File: src/source/ooo_settings.svh
`ifndef OOO_SETTINGS_SVH
`define OOO_SETTINGS_SVH

////////////////////////////////////////////////////////////////////////////
// datapath
////////////////////////////////////////////////////////////////////////////

`define OOO_DATA_W 32

// architectural registers
`define OOO_REG_COUNT 16

////////////////////////////////////////////////////////////////////////////
// queue depths
////////////////////////////////////////////////////////////////////////////

// must stay a power of two so the ROB pointers wrap
`define OOO_ROB_DEPTH 8
`define OOO_IMEM_DEPTH 64
`define OOO_RS_DEPTH 2

`endif

File: src/source/ooo_pkg.sv
`default_nettype none

`include "ooo_settings.svh"

package ooo_pkg;

	typedef logic [`OOO_DATA_W-1:0] data_t;
	typedef logic [$clog2(`OOO_REG_COUNT)-1:0] reg_idx_t;
	typedef logic [$clog2(`OOO_ROB_DEPTH)-1:0] rob_tag_t;
	typedef logic [$clog2(`OOO_IMEM_DEPTH)-1:0] imem_addr_t;
	// one extra bit so a full store can be counted
	typedef logic [$clog2(`OOO_IMEM_DEPTH):0] count_t;

	typedef enum logic [1:0] {
		OP_ADD,
		OP_SUB,
		OP_ADDI
	} opcode_t;

	// addi ignores rt
	typedef struct packed {
		opcode_t            op;
		reg_idx_t           rd;
		reg_idx_t           rs;
		reg_idx_t           rt;
		logic [1:0]         spare;
		logic signed [15:0] imm;
	} inst_t;

	// tag is only meaningful while ready is low
	typedef struct packed {
		logic     ready;
		rob_tag_t tag;
		data_t    value;
	} operand_t;

	typedef struct packed {
		logic     valid;
		rob_tag_t tag;
		data_t    data;
	} cdb_t;

	typedef struct packed {
		reg_idx_t rd;
		data_t    data;
	} commit_t;

	typedef enum logic {
		MODE_LOAD,
		MODE_EXEC
	} mode_t;

endpackage

`default_nettype wire

File: src/source/add_sub.sv
`default_nettype none

`include "ooo_settings.svh"

module add_sub import ooo_pkg::*; (
	input  logic     clk,
	input  logic     arst_n,
	input  logic     issue_valid,
	output logic     issue_ready,
	input  opcode_t  issue_op,
	input  rob_tag_t issue_tag,
	input  operand_t src_a,
	input  operand_t src_b,
	output cdb_t     cdb
);

	localparam int SLOTS = `OOO_RS_DEPTH;

	typedef logic [$clog2(SLOTS)-1:0] slot_idx_t;
	typedef logic [$clog2(SLOTS+1)-1:0] slot_cnt_t;

	typedef struct packed {
		opcode_t  op;
		rob_tag_t tag;
		operand_t a;
		operand_t b;
	} slot_t;

	// valid slots are packed from index 0, oldest first
	slot_t            slot_q [SLOTS];
	slot_t            slot_upd [SLOTS];
	slot_t            slot_nxt [SLOTS];
	logic [SLOTS-1:0] valid_q;
	logic [SLOTS-1:0] valid_nxt;
	slot_t            new_slot;
	logic             issue_fire;
	logic             dispatch;
	slot_idx_t        sel;
	slot_cnt_t        used;
	slot_cnt_t        fill;
	logic             res_valid_q;
	rob_tag_t         res_tag_q;
	data_t            res_data_q;

	function automatic operand_t snoop(operand_t src, cdb_t bus);
		operand_t res;
		res = src;
		if (!src.ready && bus.valid && bus.tag == src.tag) begin
			res.ready = 1'b1;
			res.value = bus.data;
		end
		return res;
	endfunction

	assign issue_ready = !valid_q[SLOTS-1];
	assign issue_fire  = issue_valid && issue_ready;

	assign new_slot.op  = issue_op;
	assign new_slot.tag = issue_tag;
	assign new_slot.a   = src_a;
	assign new_slot.b   = src_b;

	// capture operands from the bus, our own result included
	always_comb begin
		for (int i = 0; i < SLOTS; i++) begin
			slot_upd[i]   = slot_q[i];
			slot_upd[i].a = snoop(slot_q[i].a, cdb);
			slot_upd[i].b = snoop(slot_q[i].b, cdb);
		end
	end

	// lowest ready index is the oldest
	always_comb begin
		dispatch = 1'b0;
		sel      = '0;
		used     = '0;
		for (int i = SLOTS - 1; i >= 0; i--) begin
			if (valid_q[i] && slot_upd[i].a.ready && slot_upd[i].b.ready) begin
				dispatch = 1'b1;
				sel      = slot_idx_t'(i);
			end
		end
		for (int i = 0; i < SLOTS; i++) begin
			used = used + slot_cnt_t'(valid_q[i]);
		end
	end

	assign fill = used - slot_cnt_t'(dispatch);

	// close the gap left by dispatch, then append the new entry
	always_comb begin
		slot_nxt  = slot_upd;
		valid_nxt = valid_q;
		if (dispatch) begin
			for (int i = 0; i < SLOTS - 1; i++) begin
				if (i >= int'(sel)) begin
					slot_nxt[i]  = slot_upd[i + 1];
					valid_nxt[i] = valid_q[i + 1];
				end
			end
			valid_nxt[SLOTS-1] = 1'b0;
		end
		if (issue_fire) begin
			slot_nxt[slot_idx_t'(fill)]  = new_slot;
			valid_nxt[slot_idx_t'(fill)] = 1'b1;
		end
	end

	always_ff @(posedge clk or negedge arst_n) begin
		if (!arst_n) begin
			valid_q     <= '0;
			res_valid_q <= 1'b0;
		end else begin
			valid_q     <= valid_nxt;
			res_valid_q <= dispatch;
		end
	end

	always_ff @(posedge clk) begin
		slot_q <= slot_nxt;
		if (dispatch) begin
			res_tag_q <= slot_upd[sel].tag;
			if (slot_upd[sel].op == OP_SUB) begin
				res_data_q <= slot_upd[sel].a.value - slot_upd[sel].b.value;
			end else begin
				res_data_q <= slot_upd[sel].a.value + slot_upd[sel].b.value;
			end
		end
	end

	// single producer, so the bus is never refused
	assign cdb.valid = res_valid_q;
	assign cdb.tag   = res_tag_q;
	assign cdb.data  = res_data_q;

endmodule

`default_nettype wire

File: src/source/inst_store.sv
`default_nettype none

`include "ooo_settings.svh"

module inst_store import ooo_pkg::*; (
	input  logic       clk,
	input  logic       arst_n,
	input  inst_t      load_inst,
	input  logic       load_we,
	input  logic       restart,
	input  logic       clear,
	input  logic       advance,
	output inst_t      inst,
	output imem_addr_t pc,
	output logic       at_end,
	output logic       full
);

	inst_t  mem [`OOO_IMEM_DEPTH];
	count_t length_q;
	count_t pc_q;
	count_t pc_next;
	inst_t  inst_q;

	assign full = length_q == count_t'(`OOO_IMEM_DEPTH);

	// program length, grows in load mode
	always_ff @(posedge clk or negedge arst_n) begin
		if (!arst_n) begin
			length_q <= '0;
		end else if (clear) begin
			length_q <= '0;
		end else if (load_we && !full) begin
			length_q <= length_q + 1'b1;
		end
	end

	always_ff @(posedge clk) begin
		if (load_we && !full) begin
			mem[imem_addr_t'(length_q)] <= load_inst;
		end
	end

	assign pc_next = (restart || clear) ? '0 :
	                 advance            ? pc_q + 1'b1 : pc_q;

	always_ff @(posedge clk or negedge arst_n) begin
		if (!arst_n) begin
			pc_q <= '0;
		end else begin
			pc_q <= pc_next;
		end
	end

	// fetch register follows the next pc, so inst matches pc_q
	always_ff @(posedge clk) begin
		inst_q <= mem[imem_addr_t'(pc_next)];
	end

	assign inst   = inst_q;
	assign pc     = imem_addr_t'(pc_q);
	assign at_end = pc_q >= length_q;

endmodule

`default_nettype wire

File: src/source/ooo_core.sv
`default_nettype none

`include "ooo_settings.svh"

module ooo_core import ooo_pkg::*; (
	input  logic    clk,
	input  logic    arst_n,
	input  inst_t   load_inst,
	input  logic    load_valid,
	output logic    load_ready,
	input  logic    run,
	output commit_t commit,
	output logic    commit_valid,
	input  logic    commit_ready,
	output logic    done
);

	mode_t      mode_q;
	mode_t      next_mode;
	logic       mode_change;
	logic       fetch_wait_q;
	logic       exec;
	inst_t      inst;
	logic       at_end;
	logic       full;
	logic       issue_valid;
	logic       issue_ready;
	logic       issue_fire;
	logic       alloc_ready;
	rob_tag_t   alloc_tag;
	rob_tag_t   commit_tag;
	logic       rob_empty;
	operand_t   rs_read;
	operand_t   rt_read;
	operand_t   rob_read_a;
	operand_t   rob_read_b;
	operand_t   src_a;
	operand_t   src_b;
	cdb_t       cdb;
	data_t      imm_ext;

	////////////////////////////////////////////////////////////////////////////
	// mode
	////////////////////////////////////////////////////////////////////////////

	assign next_mode   = run ? MODE_EXEC : MODE_LOAD;
	assign mode_change = next_mode != mode_q;

	always_ff @(posedge clk or negedge arst_n) begin
		if (!arst_n) begin
			mode_q       <= MODE_LOAD;
			fetch_wait_q <= 1'b0;
		end else begin
			mode_q       <= next_mode;
			fetch_wait_q <= mode_change;
		end
	end

	// first exec cycle waits for the fetch of address zero
	assign exec       = mode_q == MODE_EXEC && !fetch_wait_q;
	assign load_ready = arst_n && mode_q == MODE_LOAD && !full;
	assign done       = exec && at_end && rob_empty;

	inst_store inst_store (
		.clk,
		.arst_n,
		.load_inst,
		.load_we(load_valid && load_ready),
		.restart(mode_change && run),
		.clear(mode_change && !run),
		.advance(issue_fire),
		.inst,
		.pc(),
		.at_end,
		.full
	);

	////////////////////////////////////////////////////////////////////////////
	// decode, issue and operand merge
	////////////////////////////////////////////////////////////////////////////

	assign issue_valid = exec && !at_end && alloc_ready;
	assign issue_fire  = issue_valid && issue_ready;
	assign imm_ext     = {{(`OOO_DATA_W - 16){inst.imm[15]}}, inst.imm};

	// busy source: take it from a finished ROB entry or the bus this cycle
	function automatic operand_t merge(operand_t arch, operand_t from_rob, cdb_t bus);
		operand_t res;
		res = arch;
		if (!arch.ready) begin
			if (from_rob.ready) begin
				res.ready = 1'b1;
				res.value = from_rob.value;
			end else if (bus.valid && bus.tag == arch.tag) begin
				res.ready = 1'b1;
				res.value = bus.data;
			end
		end
		return res;
	endfunction

	assign src_a = merge(rs_read, rob_read_a, cdb);

	always_comb begin
		if (inst.op == OP_ADDI) begin
			src_b.ready = 1'b1;
			src_b.tag   = '0;
			src_b.value = imm_ext;
		end else begin
			src_b = merge(rt_read, rob_read_b, cdb);
		end
	end

	register_file register_file (
		.clk,
		.arst_n,
		.rs_idx(inst.rs),
		.rt_idx(inst.rt),
		.rs_read,
		.rt_read,
		.issue(issue_fire),
		.issue_rd(inst.rd),
		.issue_tag(alloc_tag),
		.commit_en(commit_valid && commit_ready),
		.commit,
		.commit_tag
	);

	rob rob (
		.clk,
		.arst_n,
		.alloc(issue_fire),
		.alloc_rd(inst.rd),
		.alloc_ready,
		.alloc_tag,
		.cdb,
		.read_tag_a(rs_read.tag),
		.read_tag_b(rt_read.tag),
		.read_a(rob_read_a),
		.read_b(rob_read_b),
		.commit,
		.commit_tag,
		.commit_valid,
		.commit_ready,
		.empty(rob_empty)
	);

	add_sub add_sub (
		.clk,
		.arst_n,
		.issue_valid,
		.issue_ready,
		.issue_op(inst.op),
		.issue_tag(alloc_tag),
		.src_a,
		.src_b,
		.cdb
	);

endmodule

`default_nettype wire

File: src/source/register_file.sv
`default_nettype none

`include "ooo_settings.svh"

module register_file import ooo_pkg::*; (
	input  logic     clk,
	input  logic     arst_n,
	input  reg_idx_t rs_idx,
	input  reg_idx_t rt_idx,
	output operand_t rs_read,
	output operand_t rt_read,
	input  logic     issue,
	input  reg_idx_t issue_rd,
	input  rob_tag_t issue_tag,
	input  logic     commit_en,
	input  commit_t  commit,
	input  rob_tag_t commit_tag
);

	data_t                     value_q [`OOO_REG_COUNT];
	rob_tag_t                  tag_q [`OOO_REG_COUNT];
	logic [`OOO_REG_COUNT-1:0] busy_q;

	function automatic operand_t read_reg(reg_idx_t idx);
		operand_t res;
		res.ready = !busy_q[idx];
		res.tag   = tag_q[idx];
		res.value = value_q[idx];
		return res;
	endfunction

	assign rs_read = read_reg(rs_idx);
	assign rt_read = read_reg(rt_idx);

	always_ff @(posedge clk or negedge arst_n) begin
		if (!arst_n) begin
			busy_q <= '0;
			for (int i = 0; i < `OOO_REG_COUNT; i++) begin
				value_q[i] <= '0;
				tag_q[i]   <= '0;
			end
		end else begin
			if (commit_en) begin
				value_q[commit.rd] <= commit.data;
				// a younger rename of rd keeps the register busy
				if (tag_q[commit.rd] == commit_tag) begin
					busy_q[commit.rd] <= 1'b0;
				end
			end
			// issue last, so a same-cycle rename wins over the commit
			if (issue) begin
				busy_q[issue_rd] <= 1'b1;
				tag_q[issue_rd]  <= issue_tag;
			end
		end
	end

endmodule

`default_nettype wire

File: src/source/rob.sv
`default_nettype none

`include "ooo_settings.svh"

module rob import ooo_pkg::*; (
	input  logic     clk,
	input  logic     arst_n,
	input  logic     alloc,
	input  reg_idx_t alloc_rd,
	output logic     alloc_ready,
	output rob_tag_t alloc_tag,
	input  cdb_t     cdb,
	input  rob_tag_t read_tag_a,
	input  rob_tag_t read_tag_b,
	output operand_t read_a,
	output operand_t read_b,
	output commit_t  commit,
	output rob_tag_t commit_tag,
	output logic     commit_valid,
	input  logic     commit_ready,
	output logic     empty
);

	localparam int DEPTH = `OOO_ROB_DEPTH;

	typedef logic [$clog2(DEPTH):0] rob_count_t;

	rob_tag_t         head_q;
	rob_tag_t         tail_q;
	rob_count_t       count_q;
	logic [DEPTH-1:0] done_q;
	reg_idx_t         rd_q [DEPTH];
	data_t            data_q [DEPTH];
	logic             retire;

	assign alloc_ready = count_q != rob_count_t'(DEPTH);
	assign alloc_tag   = tail_q;
	assign empty       = count_q == '0;

	////////////////////////////////////////////////////////////////////////////
	// head presentation
	////////////////////////////////////////////////////////////////////////////

	assign commit_valid = !empty && done_q[head_q];
	assign commit.rd    = rd_q[head_q];
	assign commit.data  = data_q[head_q];
	assign commit_tag   = head_q;
	assign retire       = commit_valid && commit_ready;

	function automatic operand_t read_entry(rob_tag_t tag);
		operand_t res;
		res.ready = done_q[tag];
		res.tag   = tag;
		res.value = data_q[tag];
		return res;
	endfunction

	assign read_a = read_entry(read_tag_a);
	assign read_b = read_entry(read_tag_b);

	////////////////////////////////////////////////////////////////////////////
	// pointers and done flags
	////////////////////////////////////////////////////////////////////////////

	always_ff @(posedge clk or negedge arst_n) begin
		if (!arst_n) begin
			head_q  <= '0;
			tail_q  <= '0;
			count_q <= '0;
			done_q  <= '0;
		end else begin
			if (alloc) begin
				done_q[tail_q] <= 1'b0;
				tail_q         <= tail_q + 1'b1;
			end
			if (cdb.valid) begin
				done_q[cdb.tag] <= 1'b1;
			end
			if (retire) begin
				head_q <= head_q + 1'b1;
			end
			count_q <= count_q + rob_count_t'(alloc) - rob_count_t'(retire);
		end
	end

	always_ff @(posedge clk) begin
		if (alloc) begin
			rd_q[tail_q] <= alloc_rd;
		end
		if (cdb.valid) begin
			data_q[cdb.tag] <= cdb.data;
		end
	end

endmodule

`default_nettype wire

File: config.mk
export PLATFORM = sky130hd
export DESIGN_NAME = ooo_core
export DESIGN_NICKNAME = d
export VERILOG_FILES = /design/src/source/ooo_pkg.sv /design/src/source/add_sub.sv /design/src/source/inst_store.sv /design/src/source/ooo_core.sv /design/src/source/register_file.sv /design/src/source/rob.sv
export VERILOG_INCLUDE_DIRS = /design/src /design/src/source
export SDC_FILE = /design/constraint.sdc
export NUM_CORES = 2
export LEC_CHECK = 0
export BUFFER_PORTS_ARGS = -buffer_cell sky130_fd_sc_hd__buf_2
export CORE_MARGIN = 2
export CORE_UTILIZATION = 30
export CTS_CLUSTER_SIZE = 12
export DETAILED_ROUTE_END_ITERATION = 8
export GPL_ROUTABILITY_DRIVEN = 0
export HOLD_SLACK_MARGIN = 0.02
export PLACE_DENSITY = 0.56
export SLEW_MARGIN = 40
export SYNTH_ARGS = -nofsm -noshare
export SYNTH_HDL_FRONTEND = slang
export SYNTH_HIERARCHICAL = 1
export SYNTH_SLANG_ARGS = --single-unit
File: constraint.sdc
create_clock -name clk -period 6.07 [get_ports clk]
set_clock_uncertainty 0.2 [all_clocks]
set_input_delay 1.214 -clock clk [delete_from_list [all_inputs] [get_ports clk]]
set_output_delay 1.214 -clock clk [all_outputs]
set_load 0.05 [all_outputs]
==> metrics.cfg <==
[critical_path]
crit_path_top_delay_cell = nor4_1
crit_chain = inv_1 > ha_1 > nand2b_1 > a21o_1 > a21o_1 > a21oi_1 > nor2b_1 > o21ai_0 > a21oi_1 > nor4b_1 > and2_1 > buf_12 > nand4_1 > xnor2_1 > nand2_4 > inv_4 > buf_12 > buf_4 > nand2_1 > nand3_1 > nand4_1 > buf_4 > nor4_1 > buf_4
crit_family = simple AND/OR/NAND/NOR gates
setup.worst_path.class = flop to flop
r2r_end = inst_store/inst[8]
slowest_delay_ns = 0.60
required_ns = 6.73
start_kind = flop
path_max_fanout = 23
worstSetupEndpointType = flop
r2r_slack_ns = 0.23
worstRegToRegCells = 24
r2r_start = inst_store/pc_q[0]
crit_top_cell = buf_4
cp.buffers_inverters = 7
arrival_ns = 6.50

[floorplan]
num_rows = 247
dieArea_sq_um = 458000
core_area_sq_um = 452000
die_x_um = 677
die_y_um = 677
start_util_pct = 30.1
ioPinCount = 76

[clock_network]
clk_latency_ns = 0.94
numCtsBuffers = 322
cts_sinks = 3040
path_clk_slew_ns = 0.06
hold_buffers = 0
cts-root-buf = clkbuf_16
cts_tree = yes
clockBufferDepth = 4
h-tree-depth = 5

[layout]
drive_above_1_share_pct = 28.0
final_common_cell = edfxtp_1
fillers = 42805
nets = 9254
final_cell_mix = edfxtp_1 (2,254), nand2_1 (1,074), mux4_2 (787)
syn_to_final_growth_pct = 15.4

[power_and_ir_drop]
sw_frac_of_total_pct = 32.6
total_power_mw = 65.5
p_sw_mw = 21.3
p_leak_nw = 55.0
pwr-share-clk_pct = 28.7
comb_power_share_pct = 29.7
irDropWorstVdd_uv = 336
power_density_nw_per_um2 = 418
power.share.sequential_pct = 41.6
intPower_mw = 44.2

[yosys]
synth_area_per_cell_sq_um = 15.3
syn-cell-area_sq_um = 136000
syn-num-nets = 8973
synth_cells = 8882
yosys_warnings = 6

[drt]
wl_per_cell_um = 26.9
postRouteAntennaNets = 0
drc = 0
routed_wl_um = 414000
routed_via_density = 5.48
first_iter_violations = 9083
vias = 84241
first_pass_iters = 6

[timing]
hold_ws_ns = 0.222
post-route-period-util_pct = 96.1
max_freq_mhz = 171
fin_crit_ns = 5.84
setup_viol = 0
relSlewSlack_pct = 36.6
finalSetupTns_ns = 0
drv_slew = 0
finalHoldViolCount = 0
max_slew.worst_pin.slew_ns = 0.950

[global_route]
grt_pass1_vias = 85111
overflow = 0
antenna_found_initial = 23
grtUsageTotal_pct = 17.5
grt_max_degree = 159
grt_first_pass_wirelength_um = 599000

[placement]
port_buffers = 73
hpwl_um = 255000

[run]
drv_cap = 0

[min_path]
hold_class = input pin to asynchronous set/reset pin

[status]
outcome = complete, no violations

[stage by stage]
stage / setup WS (ns) / instances / utilization [%] / instance area (sq um)
after floorplan: 0.561 / 8882 / - / 136000
after global placement: 0.0583 / 14777 / 32.3 / 146000
after detailed placement: 0.127 / 14796 / 32.5 / 147000
after CTS: 0.0776 / 15347 / 34.6 / 156000
after global routing: -0.0226 / 15368 / 34.7 / 157000
final: 0.235 / 15373 / 34.7 / 157000
[per-layer routing]
layer	routed length (um)	GRT usage [%]	vias up
li1	-	-	35507
met5	72	0	-
met2	202000	29.4	3351
met3	29900	2.89	725
met4	15100	5.90	10
met1	167000	23.0	44648
[worst max path at each step]
stage,end,from,slack [ns],cells after the start
6_report,inst_store/inst[8],inst_store/pc_q[0],0.23,24
5_1_grt,add_sub/res_data_q[26],add_sub/res_tag_q[0],-0.02,22
4_1_cts,add_sub/res_data_q[31],add_sub/res_tag_q[1],0.08,20
3_5_place_dp,add_sub/res_data_q[31],add_sub/res_tag_q[0],0.13,20
3_3_place_gp,add_sub/res_data_q[31],add_sub/res_tag_q[0],0.06,20
2_1_floorplan,add_sub/res_data_q[31],add_sub/res_tag_q[1],0.56,18
[power by group through the flow]
stage                     Combinational, mW  Clock, mW  Sequential, mW
after detailed placement               19.3          0            27.6
after floorplan                        13.5          0            26.8
after global placement                 18.9          0            27.4
after CTS                              19.4       19.1            27.2
after global routing                   20.9       20.0            27.6
final                                  19.4       18.8            27.3
[state kept, by name, indices dropped and copies added, names as in the netlist, 4 cells and up]
register / cells
inst_store/mem: 1920
register_file/value_q: 512
rob/data_q: 256
add_sub/slot_q: 154
register_file/tag_q: 48
add_sub/res_data_q: 32
rob/rd_q: 32
inst_store/inst: 30
register_file/busy_q: 16
rob/done_q: 8
inst_store/length_q: 7
inst_store/pc_q: 7
rob/count_q: 4
[what timing repair did]
action,CTS,global route
setup buffers,0,5
gates resized for setup,0,17
setup endpoints to repair,0,7
[layout make-up]
cell class,instances,area (sq um),area share (%)
Clock buffer,454,8920,5.69
Inverter,70,283,0.180
Multi-Input combinational cell,5103,46800,29.8
Timing Repair Buffer,626,6050,3.86
Sequential cell,3040,86500,55.1
Antenna cell,7,17.5,0.0112
Clock inverter,97,817,0.521
Tap cell,5976,7480,4.77
Note: power is estimated with default switching activity, not from simulation.
